--- src/consolite_pkg.sv ---
// Consolite core definitions
// Widths, instruction opcodes, status codes, condition flags and the
// controller state encoding shared by all blocks of the CPU core

package consolite_pkg;

   localparam int word_bits   = 16;
   localparam int addr_bits   = 16;
   localparam int instr_bits  = 32;
   localparam int instr_bytes = 4;
   localparam int num_regs    = 16;
   localparam int status_bits = 12;

   typedef logic [word_bits-1:0]        word_t;
   typedef logic [addr_bits-1:0]        addr_t;
   typedef logic [instr_bits-1:0]       instr_t;
   typedef logic [$clog2(num_regs)-1:0] reg_idx_t;

   localparam logic [status_bits-1:0] status_default      = 12'h000;
   // OR'd with the offending opcode
   localparam logic [status_bits-1:0] status_invalid_base = 12'h800;

   // Numbered from zero with no holes, so op_jns is the highest legal code
   typedef enum logic [7:0] {
      op_nop, op_load, op_loadi, op_mov, op_movi,
      op_add, op_sub, op_and, op_or, op_xor,
      op_shl, op_shra, op_shrl, op_cmp, op_tst,
      op_stor, op_stori,
      op_jmp, op_jmpi,
      op_jeq, op_jne, op_jg, op_jge, op_ja, op_jae,
      op_jl, op_jle, op_jb, op_jbe, op_jo, op_jno,
      op_js, op_jns
   } opcode_t;

   typedef struct packed {
      logic overflow;
      logic carry;
      logic zero;
      logic sign;
   } flags_t;

   typedef enum logic [2:0] {
      st_pre_boot,
      st_executing,
      st_wr_wait,
      st_rd_wait,
      st_halt
   } ctrl_state_t;

endpackage

--- src/register_file.sv ---
// General purpose register file
// Sixteen words, two combinational read ports, one synchronous write port

`timescale 1ns/1ps

module register_file (
   input  logic                    clk,
   input  logic                    rst_n,
   input  consolite_pkg::reg_idx_t rd_idx_a,
   input  consolite_pkg::reg_idx_t rd_idx_b,
   output consolite_pkg::word_t    rd_data_a,
   output consolite_pkg::word_t    rd_data_b,
   input  logic                    wr_en,
   input  consolite_pkg::reg_idx_t wr_idx,
   input  consolite_pkg::word_t    wr_data
);

   consolite_pkg::word_t regs [consolite_pkg::num_regs];

   always_ff @(posedge clk or negedge rst_n) begin
      if (!rst_n) begin
         for (int i = 0; i < consolite_pkg::num_regs; i++) begin
            regs[i] <= '0;
         end
      end else if (wr_en) begin
         regs[wr_idx] <= wr_data;
      end
   end

   assign rd_data_a = regs[rd_idx_a];
   assign rd_data_b = regs[rd_idx_b];

   // Write index comes from the control FSM, either decode or saved load target
   a_wr_idx_known: assert property (@(posedge clk) disable iff (!rst_n)
      wr_en |-> !$isunknown(wr_idx));

endmodule

--- src/alu.sv ---
// Consolite ALU
// Register-register arithmetic, logic and shifts with next flag values.
// Works over a 17-bit value so the carry out of bit 15 is kept.

`timescale 1ns/1ps

module alu (
   input  consolite_pkg::opcode_t opcode,
   input  consolite_pkg::word_t   dest,
   input  consolite_pkg::word_t   src,
   output consolite_pkg::word_t   result,
   output consolite_pkg::flags_t  flags_next
);

   localparam int msb = consolite_pkg::word_bits - 1;

   logic [consolite_pkg::word_bits:0] wide;
   consolite_pkg::word_t              shra_val;

   // Signed operand so the shift fills with the sign bit
   assign shra_val = $signed(dest) >>> src;

   always_comb begin
      case (opcode)
         consolite_pkg::op_add:  wide = {1'b0, dest} + {1'b0, src};
         consolite_pkg::op_sub,
         consolite_pkg::op_cmp:  wide = {1'b0, dest} - {1'b0, src};
         consolite_pkg::op_and,
         consolite_pkg::op_tst:  wide = {1'b0, dest & src};
         consolite_pkg::op_or:   wide = {1'b0, dest | src};
         consolite_pkg::op_xor:  wide = {1'b0, dest ^ src};
         consolite_pkg::op_shl:  wide = {1'b0, dest << src};
         consolite_pkg::op_shra: wide = {1'b0, shra_val};
         consolite_pkg::op_shrl: wide = {1'b0, dest >> src};
         default:                wide = '0;
      endcase
   end

   assign result = wide[msb:0];

   always_comb begin
      // Same-sign operands giving an opposite-sign sum
      if (opcode == consolite_pkg::op_add) begin
         flags_next.overflow = (dest[msb] & src[msb] & ~wide[msb]) |
                               (~dest[msb] & ~src[msb] & wide[msb]);
      // Negative minus positive giving positive, or the reverse
      end else if (opcode == consolite_pkg::op_sub ||
                   opcode == consolite_pkg::op_cmp) begin
         flags_next.overflow = (dest[msb] & ~src[msb] & ~wide[msb]) |
                               (~dest[msb] & src[msb] & wide[msb]);
      end else begin
         flags_next.overflow = 1'b0;
      end
      flags_next.carry = wide[consolite_pkg::word_bits];
      flags_next.zero  = (wide[msb:0] == '0);
      flags_next.sign  = wide[msb];
   end

endmodule

--- src/flag_unit.sv ---
// Condition flag register and branch decision
// Flags follow ADD, SUB, CMP and TST and clear on every other instruction

`timescale 1ns/1ps

module flag_unit (
   input  logic                   clk,
   input  logic                   rst_n,
   input  logic                   accept,
   input  consolite_pkg::opcode_t opcode,
   input  consolite_pkg::flags_t  flags_next,
   output logic                   branch_taken
);

   consolite_pkg::flags_t flags_q;

   always_ff @(posedge clk or negedge rst_n) begin
      if (!rst_n) begin
         flags_q <= '0;
      end else if (accept) begin
         case (opcode)
            consolite_pkg::op_add, consolite_pkg::op_sub,
            consolite_pkg::op_cmp, consolite_pkg::op_tst: flags_q <= flags_next;
            default:                                      flags_q <= '0;
         endcase
      end
   end

   // Jump conditions, evaluated on the flags left by the previous instruction
   always_comb begin
      case (opcode)
         consolite_pkg::op_jmp,
         consolite_pkg::op_jmpi: branch_taken = 1'b1;
         consolite_pkg::op_jeq:  branch_taken = flags_q.zero;
         consolite_pkg::op_jne:  branch_taken = !flags_q.zero;
         consolite_pkg::op_jg:   branch_taken = !flags_q.zero && (flags_q.sign == flags_q.overflow);
         consolite_pkg::op_jge:  branch_taken = (flags_q.sign == flags_q.overflow);
         consolite_pkg::op_ja:   branch_taken = !flags_q.carry && !flags_q.zero;
         consolite_pkg::op_jae:  branch_taken = !flags_q.carry;
         consolite_pkg::op_jl:   branch_taken = (flags_q.sign != flags_q.overflow);
         consolite_pkg::op_jle:  branch_taken = (flags_q.sign != flags_q.overflow) || flags_q.zero;
         consolite_pkg::op_jb:   branch_taken = flags_q.carry;
         consolite_pkg::op_jbe:  branch_taken = flags_q.carry || flags_q.zero;
         consolite_pkg::op_jo:   branch_taken = flags_q.overflow;
         consolite_pkg::op_jno:  branch_taken = !flags_q.overflow;
         consolite_pkg::op_js:   branch_taken = flags_q.sign;
         consolite_pkg::op_jns:  branch_taken = !flags_q.sign;
         default:                branch_taken = 1'b0;
      endcase
   end

endmodule

--- src/control_unit.sv ---
// Consolite control unit
// Boot and execute FSM, instruction decode, instruction pointer,
// data cache strobes, register write-back and halt on unknown opcodes

`timescale 1ns/1ps

module control_unit (
   input  logic                                   clk,
   input  logic                                   rst_n,
   input  logic                                   boot_done,
   input  logic                                   instr_valid,
   input  consolite_pkg::instr_t                  cur_instr,
   output consolite_pkg::addr_t                   instr_ptr,
   output logic [consolite_pkg::status_bits-1:0]  status,
   output logic                                   cache_wr_en,
   output consolite_pkg::addr_t                   cache_wr_addr,
   output consolite_pkg::word_t                   cache_wr_data,
   input  logic                                   cache_wr_done,
   output logic                                   cache_rd_en,
   output consolite_pkg::addr_t                   cache_rd_addr,
   input  consolite_pkg::word_t                   cache_rd_data,
   input  logic                                   cache_rd_done,
   output consolite_pkg::opcode_t                 opcode,
   output consolite_pkg::reg_idx_t                rd_idx_a,
   output consolite_pkg::reg_idx_t                rd_idx_b,
   input  consolite_pkg::word_t                   dest,
   input  consolite_pkg::word_t                   src,
   input  consolite_pkg::word_t                   alu_result,
   output logic                                   accept,
   input  logic                                   branch_taken,
   output logic                                   reg_wr_en,
   output consolite_pkg::reg_idx_t                reg_wr_idx,
   output consolite_pkg::word_t                   reg_wr_data
);

   consolite_pkg::ctrl_state_t state;
   consolite_pkg::reg_idx_t    reg1;
   consolite_pkg::reg_idx_t    load_reg;
   consolite_pkg::word_t       arg_a;
   consolite_pkg::word_t       arg_b;
   consolite_pkg::addr_t       next_ptr;
   logic wr_req, rd_req, wr_issue, rd_issue, stall, invalid, rd_finish;

   // Field decode
   assign opcode   = consolite_pkg::opcode_t'(cur_instr[31:24]);
   assign reg1     = cur_instr[19:16];
   assign rd_idx_a = reg1;
   assign rd_idx_b = cur_instr[11:8];
   assign arg_a    = cur_instr[23:8];
   assign arg_b    = cur_instr[15:0];

   assign accept  = (state == consolite_pkg::st_executing) && instr_valid;
   // Opcodes are contiguous, anything past the last jump is unknown
   assign invalid = accept && (cur_instr[31:24] > 8'(consolite_pkg::op_jns));

   assign wr_req   = accept && (opcode == consolite_pkg::op_stor ||
                                opcode == consolite_pkg::op_stori);
   assign rd_req   = accept && (opcode == consolite_pkg::op_load ||
                                opcode == consolite_pkg::op_loadi);
   assign wr_issue = wr_req && cache_wr_done;
   assign rd_issue = rd_req && cache_rd_done;
   // Cache busy, retry the same instruction
   assign stall    = (wr_req && !cache_wr_done) || (rd_req && !cache_rd_done);

   // The cycle carrying the strobe never ends a wait, done may still be high then
   assign rd_finish = (state == consolite_pkg::st_rd_wait) && cache_rd_done && !cache_rd_en;

   // JMP takes its target from a register, the other jumps from arg_a
   always_comb begin
      if (!branch_taken) begin
         next_ptr = instr_ptr + consolite_pkg::addr_t'(consolite_pkg::instr_bytes);
      end else if (opcode == consolite_pkg::op_jmp) begin
         next_ptr = dest;
      end else begin
         next_ptr = arg_a;
      end
   end

   // Register write source
   always_comb begin
      reg_wr_en   = 1'b0;
      reg_wr_idx  = reg1;
      reg_wr_data = alu_result;
      if (rd_finish) begin
         reg_wr_en   = 1'b1;
         reg_wr_idx  = load_reg;
         reg_wr_data = cache_rd_data;
      end else if (accept) begin
         case (opcode)
            consolite_pkg::op_mov: begin
               reg_wr_en   = 1'b1;
               reg_wr_data = src;
            end
            consolite_pkg::op_movi: begin
               reg_wr_en   = 1'b1;
               reg_wr_data = arg_b;
            end
            consolite_pkg::op_add, consolite_pkg::op_sub, consolite_pkg::op_and,
            consolite_pkg::op_or, consolite_pkg::op_xor, consolite_pkg::op_shl,
            consolite_pkg::op_shra, consolite_pkg::op_shrl: reg_wr_en = 1'b1;
            default: reg_wr_en = 1'b0;
         endcase
      end
   end

   always_ff @(posedge clk or negedge rst_n) begin
      if (!rst_n) begin
         state       <= consolite_pkg::st_pre_boot;
         instr_ptr   <= '0;
         status      <= consolite_pkg::status_default;
         cache_wr_en <= 1'b0;
         cache_rd_en <= 1'b0;
      end else begin
         // Strobes are single-cycle pulses
         cache_wr_en <= 1'b0;
         cache_rd_en <= 1'b0;
         case (state)
            consolite_pkg::st_pre_boot: begin
               if (boot_done) begin
                  state <= consolite_pkg::st_executing;
               end
            end
            consolite_pkg::st_executing: begin
               if (invalid) begin
                  status <= consolite_pkg::status_invalid_base | {4'h0, cur_instr[31:24]};
                  state  <= consolite_pkg::st_halt;
               end else if (accept && !stall) begin
                  instr_ptr <= next_ptr;
                  if (wr_issue) begin
                     cache_wr_en <= 1'b1;
                     state       <= consolite_pkg::st_wr_wait;
                  end else if (rd_issue) begin
                     cache_rd_en <= 1'b1;
                     state       <= consolite_pkg::st_rd_wait;
                  end
               end
            end
            consolite_pkg::st_wr_wait: begin
               if (cache_wr_done && !cache_wr_en) begin
                  state <= consolite_pkg::st_executing;
               end
            end
            consolite_pkg::st_rd_wait: begin
               if (rd_finish) begin
                  state <= consolite_pkg::st_executing;
               end
            end
            default: state <= consolite_pkg::st_halt;
         endcase
      end
   end

   // Cache address and data, plus the load target held through the wait
   always_ff @(posedge clk) begin
      if (wr_issue) begin
         cache_wr_data <= dest;
         cache_wr_addr <= (opcode == consolite_pkg::op_stori) ? arg_b : src;
      end
      if (rd_issue) begin
         cache_rd_addr <= (opcode == consolite_pkg::op_loadi) ? arg_b : src;
         load_reg      <= reg1;
      end
   end

   a_no_back_to_back: assert property (@(posedge clk) disable iff (!rst_n)
      (cache_rd_en || cache_wr_en) |=> !(cache_rd_en || cache_wr_en));

   a_wr_en_needs_done: assert property (@(posedge clk) disable iff (!rst_n)
      cache_wr_en |-> $past(cache_wr_done));

   a_rd_en_needs_done: assert property (@(posedge clk) disable iff (!rst_n)
      cache_rd_en |-> $past(cache_rd_done));

   a_halt_ptr_fixed: assert property (@(posedge clk) disable iff (!rst_n)
      (state == consolite_pkg::st_halt) |=> $stable(instr_ptr));

endmodule

--- src/processor.sv ---
// Consolite processor core top level
// Joins the control unit, register file, ALU and flag unit and exposes
// the boot, status, instruction fetch and data cache ports

`timescale 1ns/1ps

module processor (
   input  logic                                   clk,
   input  logic                                   rst_n,
   input  logic                                   boot_done,
   output logic [consolite_pkg::status_bits-1:0]  status,
   output consolite_pkg::addr_t                   instr_ptr,
   input  logic                                   instr_valid,
   input  consolite_pkg::instr_t                  cur_instr,
   output logic                                   cache_wr_en,
   output consolite_pkg::addr_t                   cache_wr_addr,
   output consolite_pkg::word_t                   cache_wr_data,
   input  logic                                   cache_wr_done,
   output logic                                   cache_rd_en,
   output consolite_pkg::addr_t                   cache_rd_addr,
   input  consolite_pkg::word_t                   cache_rd_data,
   input  logic                                   cache_rd_done
);

   consolite_pkg::opcode_t  opcode;
   consolite_pkg::reg_idx_t rd_idx_a;
   consolite_pkg::reg_idx_t rd_idx_b;
   consolite_pkg::word_t    dest;
   consolite_pkg::word_t    src;
   consolite_pkg::word_t    alu_result;
   consolite_pkg::flags_t   flags_next;
   logic                    accept;
   logic                    branch_taken;
   logic                    reg_wr_en;
   consolite_pkg::reg_idx_t reg_wr_idx;
   consolite_pkg::word_t    reg_wr_data;

   control_unit i_control_unit (
      .clk           (clk),
      .rst_n         (rst_n),
      .boot_done     (boot_done),
      .instr_valid   (instr_valid),
      .cur_instr     (cur_instr),
      .instr_ptr     (instr_ptr),
      .status        (status),
      .cache_wr_en   (cache_wr_en),
      .cache_wr_addr (cache_wr_addr),
      .cache_wr_data (cache_wr_data),
      .cache_wr_done (cache_wr_done),
      .cache_rd_en   (cache_rd_en),
      .cache_rd_addr (cache_rd_addr),
      .cache_rd_data (cache_rd_data),
      .cache_rd_done (cache_rd_done),
      .opcode        (opcode),
      .rd_idx_a      (rd_idx_a),
      .rd_idx_b      (rd_idx_b),
      .dest          (dest),
      .src           (src),
      .alu_result    (alu_result),
      .accept        (accept),
      .branch_taken  (branch_taken),
      .reg_wr_en     (reg_wr_en),
      .reg_wr_idx    (reg_wr_idx),
      .reg_wr_data   (reg_wr_data)
   );

   register_file i_register_file (
      .clk       (clk),
      .rst_n     (rst_n),
      .rd_idx_a  (rd_idx_a),
      .rd_idx_b  (rd_idx_b),
      .rd_data_a (dest),
      .rd_data_b (src),
      .wr_en     (reg_wr_en),
      .wr_idx    (reg_wr_idx),
      .wr_data   (reg_wr_data)
   );

   alu i_alu (
      .opcode     (opcode),
      .dest       (dest),
      .src        (src),
      .result     (alu_result),
      .flags_next (flags_next)
   );

   flag_unit i_flag_unit (
      .clk          (clk),
      .rst_n        (rst_n),
      .accept       (accept),
      .opcode       (opcode),
      .flags_next   (flags_next),
      .branch_taken (branch_taken)
   );

endmodule

--- config.mk ---
export PLATFORM = sky130hd
export DESIGN_NAME = processor
export DESIGN_NICKNAME = d
export VERILOG_FILES = /design/src/consolite_pkg.sv /design/src/register_file.sv /design/src/alu.sv /design/src/flag_unit.sv /design/src/control_unit.sv /design/src/processor.sv
export SDC_FILE = /design/constraint.sdc
export NUM_CORES = 1
export LEC_CHECK = 0
export ABC_AREA = 1
export BUFFER_PORTS_ARGS = -buffer_cell sky130_fd_sc_hd__buf_2
export CELL_PAD_IN_SITES_DETAIL_PLACEMENT = 2
export CELL_PAD_IN_SITES_GLOBAL_PLACEMENT = 2
export CORE_MARGIN = 2
export CORE_UTILIZATION = 35
export CTS_CLUSTER_DIAMETER = 100
export DETAILED_ROUTE_END_ITERATION = 10
export PLACE_DENSITY = 0.87
export REMOVE_ABC_BUFFERS = 1
export SLEW_MARGIN = 20
export SYNTH_ARGS = -nofsm -noshare
export SYNTH_HDL_FRONTEND = slang
export SYNTH_HIERARCHICAL = 1
export SYNTH_SLANG_ARGS = --single-unit
--- constraint.sdc ---
create_clock -name clk -period 5.6 [get_ports clk]
set_input_delay 1.12 -clock clk [delete_from_list [all_inputs] [get_ports clk]]
set_output_delay 1.12 -clock clk [all_outputs]
set_load 0.02 [all_outputs]
==> results.md, run 1 <==
- Hold WS: 487 ps
- DRC Markers: 0
- CTS root buf: clkbuf_16
- Io pins: around 130
- Max_cap viols: 0
- First-pass DRT Iterations: 5
- Critical Path Fanout Max: 12
- Flop2flop setup slack: between 500 and 600 ps
- Final #Nets: around 4200
- Status: completed
- Flop pwr share: 35.2%
- I/O Buffers: between 100 and 150
- Max Root-Sink Buffers: 3
- R2R depth: 33
- CP arrival: a little under 6000 ps
- Setup-failing EPs final: 0
- Critical path type: in -> reg
- Non-filler instance count after layout: approximately 5000
- Fmax: roughly 180 MHz
- Period Utilization, post-route: between 90 and 100%
- Post-synthesis cell count: 3841
- Max incr delay on CP: about 340 ps
- GRT Residual Overflow: 0
- Area occupied by multi-input gates: between 0.01 and 0.015 mm^2
- Slew margin rel.: about a third
- Critical Path RT: between 6000 and 7000 ps
- Biggest register: i_register_file/regs
- # clock sinks: 342
- CTS tree: yes
- Die Area: 0.0730 mm^2
- Sequential share of the synthesized area: between 30% and 40%
- Fill cells: approximately 8400
- Routability Congestion: ~1.0
- Cell Area, Synth: around 0.025 mm^2
- Row count: 97
- Diodes inserted: 0
- Comb pwr share: a little under a quarter
- Die Wd: ~270 um
- Initial core utilization: 35.4%
- Initial antenna violation count: 2
- R2r endpoint: i_register_file/regs[221]
- Worst r2r src: i_register_file/regs[32]
- Global-route wire length before repair: 211 mm
- Synth Flop Type: dfrtp_1
- Placed Instances: around 5000
- Reg clk slew, reported paths: approximately 60 ps
- Later-pin clock latency in the skew report: ~620 ps
- Antenna-violating nets left: 0
- Most frequent CP cell: inv_1
- Largest net degree at the start of global routing: ~110
- Peak supply drop: 0.243 mV
- Hold_buf cts: 0
- Final Max Tran Viols: 0
- P per Cell Area: about 240 mW/mm^2
- Worst clock skew: between 20 and 30 ps
- Worst-Margin Slew: 1010 ps
- Tot Pwr: 7.22 mW
- Final HPWL DP: just under 100 mm
- Vias in the first global route: approximately 33000
- Avg Cell Area, Syn: 6.45 um^2
- Final min period: approximately 5400 ps
- Clock network fraction of total power: 41.0%
- Die Y: 270 um
- Crit-path slowest cell: a221oi_1
- Crit path to: i_register_file/regs[221]
- Sw Share: about a third
- Element type at the critical path end: flip-flop
- Fin Setup TNS: 0 ps
- Seq. cell area: between 0.008 and 0.009 mm^2
- Cell Int Power: ~4.8 mW
- Num CTS Buffers: 45
- Drt wl/cell: 27.8 um
- Final Hold Vio Count: 0
- Yosys reg bits: 342
- Layout area overhead: 19.2%
- Worst hold-check path type: reg -> reg
- Leak: about 15 nW
- Synth cell types: 53
- Worst Setup Start Kind: input pin
- Number of flip-flops in the largest register: 256
- Vias post-DR: 29800
- Iter 0 DRT Violations: 2567
- H-tree levels: 2
- Post-synth EDFFs: 52
- Ys async rst share: approximately 85%
- Core ar.: 0.0700 mm^2
- All-Layer GR Usage: between 30% and 40%
- Post-DR vias/cell: 5.91
- Crit path from: cur_instr[11]
- Net Switching: 2.45 mW
- Ys Warns: 6
- Detailed Route WL: between 100 and 150 mm
- Share of cells above drive strength 1: between 10% and 20%
==> synth_stat cells, types with 3 or more instances <==
cell | n | area share (%)
a21oi_1 | 62 | 1.3
nand3_2 | 16 | 0.65
nand3_1 | 654 | 13
a21o_1 | 3 | 0.091
clkbuf_1 | 71 | 1.1
nor2_1 | 107 | 1.6
nor2_2 | 12 | 0.30
nor3_1 | 10 | 0.20
buf_1 | 31 | 0.47
nor2_4 | 6 | 0.27
edfxtp_1 | 52 | 6.3
or2_2 | 16 | 0.40
nand2_4 | 4 | 0.18
o21ai_1 | 27 | 0.55
buf_6 | 5 | 0.23
or2_1 | 5 | 0.13
o22ai_1 | 3 | 0.076
xor2_1 | 17 | 0.60
clkbuf_2 | 7 | 0.14
xnor2_1 | 3 | 0.11
o211ai_1 | 11 | 0.33
nand2_1 | 1366 | 21
buf_2 | 109 | 2.2
nand2_2 | 23 | 0.58
nand4_1 | 28 | 0.71
o21ai_0 | 326 | 6.6
ha_1 | 52 | 2.6
nand3_4 | 3 | 0.21
inv_2 | 12 | 0.18
clkinv_1 | 3 | 0.045
inv_1 | 456 | 6.9
dfrtp_1 | 290 | 29
buf_4 | 23 | 0.70
==> layout by cell type, fill, tap and decap left out, types with 3 or more instances in the layout <==
cell type	n
clkinv_2	6
o21ai_0	324
dfrtp_1	290
nand4_1	28
inv_1	452
o22ai_1	3
or2_2	16
a21o_1	3
nor2_2	18
nor3_1	7
clkbuf_1	10
o211ai_1	11
buf_4	266
nor2_4	6
xor2_1	17
xnor2_1	3
buf_2	125
or2_1	5
ha_1	52
nor2_1	101
nand2_4	4
nand2_2	27
nand3_4	4
inv_2	12
clkinv_1	7
a21oi_1	60
edfxtp_1	52
conb_1	3
nand3_2	16
clkinvlp_4	3
nand2_1	1362
nor3_2	4
nand3_1	653
o21ai_1	29
clkbuf_16	45
clkbuf_8	7
buf_12	30
==> repair_timing <==
item	in CTS	in global routing
gates resized for setup	0	15
endpoints found under the setup margin	0	125
buffers inserted	0	0
==> area by class of cell <==
class | count | area share, %
Clock inverter | 19 | 0.682
Multi-Input combinational cell | 2783 | 44.2
Inverter | 471 | 6.03
Timing Repair Buffer | 422 | 11.0
Tap cell | 940 | 3.98
Clock buffer | 62 | 4.26
Sequential cell | 342 | 29.8
==> critical path, delay by kind of cell <==
family                   cells  cell delay [ps]
AND/OR/NAND/NOR             14             1900
buffers and inverters       11             1580
adder cells (fa/ha/maj)      2              460
XOR/XNOR                     1              160
AO/OA/AOI/OAI                3              610
==> per-layer routing <==
metal  wire, um  GRT usage (%)  vias to the layer above
met5          0              0                        -
met4       9840           23.7                        0
met1      54500           44.7                    15100
li1           -              -                    12700
met3       9100           5.77                      554
met2      66500           63.8                     1436
==> power by group through the flow <==
stage               clock, mW  combinational (mW)  sequential (mW)
floorplan                   0               0.736             2.59
global placement            0                1.52             2.58
detailed placement          0                1.63             2.58
CTS                      3.00                1.67             2.54
global route             3.08                1.82             2.54
finish                   2.96                1.72             2.54
==> cell families (layout without fill, tap and decap cells) <==
kind of cell / count (synthesis) / count (layout) / share of synthesized area, %
multiplexers: 1 / 1 / 0.0454
AO/OA/AOI/OAI: 446 / 446 / 9.33
AND/OR/NAND/NOR: 2260 / 2260 / 39.6
adder cells (fa/ha/maj): 53 / 53 / 2.71
other: 1 / 3 / 0.0151
buffers and inverters: 718 / 974 / 12.0
XOR/XNOR: 20 / 20 / 0.707
flip-flops: 342 / 342 / 35.6
==> worst min path at each step <==
stage,to,depth (start not counted),startpoint,slack (ps)
finish,i_register_file/regs[135],2,i_register_file/regs[135],490
global route,i_register_file/regs[247],2,i_register_file/regs[247],510
CTS,i_register_file/regs[135],2,i_register_file/regs[135],490
detailed placement,i_register_file/regs[176],2,i_register_file/regs[176],470
global placement,i_control_unit/status[11],2,i_control_unit/status[11],440
floorplan,i_register_file/regs[0],2,i_register_file/regs[0],450
==> metrics by stage <==
stage	setup slack [ps]	util (%)	cell area, um^2
CTS	86.3	42.1	29500
global placement	-33.1	40.0	28000
global route	-37.1	42.2	29600
detailed placement	-473	40.0	28000
floorplan	-2050	-	23600
finish	190	42.2	29600
No activity file was read; power rests on OpenSTA's default activity.
==> inputs of run 2 (changes only) <==
ABC_AREA = not set   (was 1)
CORE_UTILIZATION = 41   (was 35)
CTS_CLUSTER_SIZE = 20   (was not set)
PLACE_DENSITY = 0.86   (was 0.87)
SYNTH_HIERARCHICAL = not set   (was 1)
==> results.md, run 2 <==
- Synth Area in Compound Gates: 21.2% (+12 points)
- Initial core utilization: 41.2% (+5.8 points)
- Layout area overhead: 28.3%
- Die Area: 0.0558 mm^2 (-24%)
- Synth Flop Type: dfrtp_1
- R2r endpoint: i_flag_unit.flags_q[3]
- Top post-synthesis cells by area: dfrtp_1, mux4_2, edfxtp_1
- Io pins: 132 (unchanged)
- Sw Share: 34.9% (+0.93 points)
- Iter 0 DRT Violations: 3463 (+35%)
- Hold path startpoint: i_control_unit.status[11]
- Final Hold Vio Count: 0 (unchanged)
- CTS tree: yes
- Non-filler instance count after layout: 3286 (-35%)
- Detailed Route WL: 154 mm (+10%)
- Post-synthesis mux area share: 17.7% (+18 points)
- Later-pin clock latency in the skew report: 650 ps (+30 ps)
- Top post-synthesis cells by count: nand2_1, dfrtp_1, o21ai_0
- Pre-CTS setup slack: -1260 ps (-782 ps)
- H-tree levels: 1 (-1)
- Net Switching: 2.08 mW (-15%)
- Worst hold-check path type: reg -> reg
- Hold_buf cts: 0 (unchanged)
- Xor/xnor cell area share of the yosys netlist: 1.11% (+0.40 points)
- Post-synth EDFFs: 52 (unchanged)
- Comb pwr share: 23.5% (-0.4 points)
- Setup-failing EPs final: 260 (+260)
- Worst Setup Start Kind: input pin
- Number of flip-flops in the largest register: 256 (unchanged)
- R2R depth: 21 (-36%)
- Most frequent CP cell: buf_4
- Final Max Tran Viols: 0 (unchanged)
- Hold path cells: 1 (-1)
- Synth top area share: 32.8% (+3.6 points)
- Final HPWL DP: 83.8 mm (-13%)
- Reg clk slew, reported paths: 110 ps (+50 ps)
- Hold WS: 476 ps (-10.6 ps)
- Peak supply drop: 0.321 mV (+32%)
- Synth cell types: 99 (+87%)
- Cell Area, Synth: 0.0221 mm^2 (-11%)
- RSZ-0062 raised after global routing: true
- Post-DR vias/cell: 7.68 (+30%)
- Placed Instances: 3174 (-36%)
- Final #Nets: 2684 (-36%)
- Biggest register: i_register_file.regs
- Initial antenna violation count: 17 (+15)
- Num CTS Buffers: 23 (-49%)
- # clock sinks: 342 (unchanged)
- Sequential share of the synthesized area: 39.9% (+4.3 points)
- Max_cap viols: 0 (unchanged)
- Worst r2r src: i_register_file.regs[64]
- Clock network fraction of total power: 32.0% (-9.0 points)
- Worst clock skew: 48.2 ps (+19.7 ps)
- Fmax: 151 MHz (-18%)
- Ys Warns: 0 (-6)
- Slew margin rel.: 15.5% (-17 points)
- Cell Int Power: 3.88 mW (-19%)
- Yosys reg bits: 342 (unchanged)
- Die Wd: 236 um (-13%)
- Die Y: 236 um (-13%)
- Avg Cell Area, Syn: 10.2 um^2 (+58%)
- Period Utilization, post-route: 118% (+22 points)
- Drt wl/cell: 46.9 um (+69%)
- Antenna-violating nets left: 0 (unchanged)
- Core ar.: 0.0536 mm^2 (-23%)
- GRT Residual Overflow: 0 (unchanged)
- Final min period: 6620 ps (+1210 ps)
- Ys async rst share: 84.8% (unchanged)
- All-Layer GR Usage: 47.6% (+10 points)
- Vias post-DR: 25200 (-15%)
- CTS root buf: clkbuf_16
- Status: finished with violations
- I/O Buffers: 128 (unchanged)
- Flop pwr share: 44.5% (+9.3 points)
- Highest-count cells in the layout ignoring fill and taps: buf_4, nand2_1, dfrtp_1
- Row count: 85 (-12%)
- Global-route wire length before repair: 192 mm (-8.9%)
- Flop2flop setup slack: -810 ps (-1380 ps)
- Critical path type: in -> reg
- Vias in the first global route: 25900 (-22%)
- Element type at the critical path end: flip-flop
- Final WS setup: -1020 ps (-1210 ps)
- P per Cell Area: 210 mW/mm^2 (-14%)
- Leak: 12.2 nW (-18%)
- Synth area leader: dfrtp_1
- Crit-path slowest cell: nor2b_2
- Post-Synth Adder-Cell Area: 3.03% (+0.33 points)
- First-pass DRT Iterations: 6 (+1)
- Max Root-Sink Buffers: 3 (unchanged)
- DRC Markers: 0 (unchanged)
- Hold endpoint: i_control_unit.status[11]
- Post-synthesis cell count: 2164 (-44%)
- Share of cells above drive strength 1: 38.0% (+23 points)
- Routability Congestion: 0.993 (-0.86%)
- Critical Path RT: 6090 ps (+20 ps)
- Largest family of logic cells by synthesized area: compound AO/OA/AOI/OAI gates
- Largest net degree at the start of global routing: 133 (+18%)
- Failing checks: setup timing
- Critical Path Fanout Max: 8 (-4)
- Count leader, synth: nand2_1
- Most common cell after layout, fill and taps aside: buf_4
- Max incr delay on CP: 570 ps (+230 ps)
- Post-synthesis simple-gate area fraction: 11.8% (-28 points)
- Worst-Margin Slew: 1260 ps (+253 ps)
- CP arrival: 7110 ps (+1230 ps)
## run 2: metal layers
layer	track usage (%)	up-vias	wire [um]
met5	0	-	219
met4	40.7	20	18900
met3	13.1	1200	19800
met2	75.5	2518	65600
met1	53.4	12600	49500
li1	-	8925	-
## run 2: area by class of cell
| type | instances | area, um^2 |
|---|---|---|
| diodes | 6 | 15.0 |
| clock buffers | 26 | 587 |
| clock inverters | 6 | 90.1 |
| fillers | 5304 | 25200 |
| inverters | 65 | 249 |
| multi-input cells | 1573 | 13100 |
| flip-flops and latches | 342 | 8820 |
| well taps | 696 | 871 |
| repair buffers | 572 | 4610 |
## run 2: worst max path at each step
stage | startpoint | to | slack [ps] | depth (start not counted)
after global routing | cur_instr[8] | i_register_file.regs[75] | -950 | 23
after floorplan | cur_instr[8] | i_register_file.regs[26] | -760 | 20
final | cur_instr[8] | i_flag_unit.flags_q[3] | -1020 | 25
after detailed placement | cur_instr[8] | i_register_file.regs[250] | -1260 | 26
after CTS | cur_instr[8] | i_register_file.regs[61] | 4 | 27
after global placement | cur_instr[8] | i_register_file.regs[60] | -750 | 24
## run 2: repair_timing
action / in CTS / in global routing
setup endpoints to repair: 184 / 193
gates resized for setup: 80 / 189
gates cloned: 3 / 4
buffers inserted: 18 / 49
pin swaps: 25 / 67
## run 2: power by group through the flow
| stage | clock, mW | sequential [mW] | combinational [mW] |
|---|---|---|---|
| 6_report | 1.91 | 2.66 | 1.40 |
| 5_1_grt | 1.94 | 2.66 | 1.41 |
| 4_1_cts | 1.81 | 2.65 | 1.15 |
| 3_5_place_dp | 0 | 2.70 | 1.07 |
| 3_3_place_gp | 0 | 2.69 | 1.00 |
| 2_1_floorplan | 0 | 2.74 | 0.398 |
## run 2: kinds of logic after synthesis
| kind of cell | after synthesis |
|---|---|
| simple gates | 575 |
| buf+inv | 252 |
| mux | 225 |
| xor+xnor | 28 |
| compound gates | 688 |
| other cells | 1 |
| flops | 342 |
| fa+ha+maj | 53 |
## run 2: through the flow
| step | power (mW) | TNS (ps) | instance area [um^2] | utilization (%) |
|---|---|---|---|---|
| finish | 5.97 | -137670 | 28400 | 52.9 |
| global route | 6.01 | -125820 | 28300 | 52.9 |
| CTS | 5.60 | 0 | 27100 | 50.5 |
| detailed placement | 3.76 | -179890 | 25800 | 48.2 |
| global placement | 3.69 | -89390 | 25800 | 48.2 |
| floorplan | 3.14 | -59850 | 21200 | - |
## run 2: critical path: cells and delay by family
family | cells | cell delay (ps)
adder cells (fa/ha/maj) | 2 | 370
multiplexers | 2 | 590
AO/OA/AOI/OAI | 9 | 2600
AND/OR/NAND/NOR | 4 | 1180
buffers and inverters | 8 | 1200
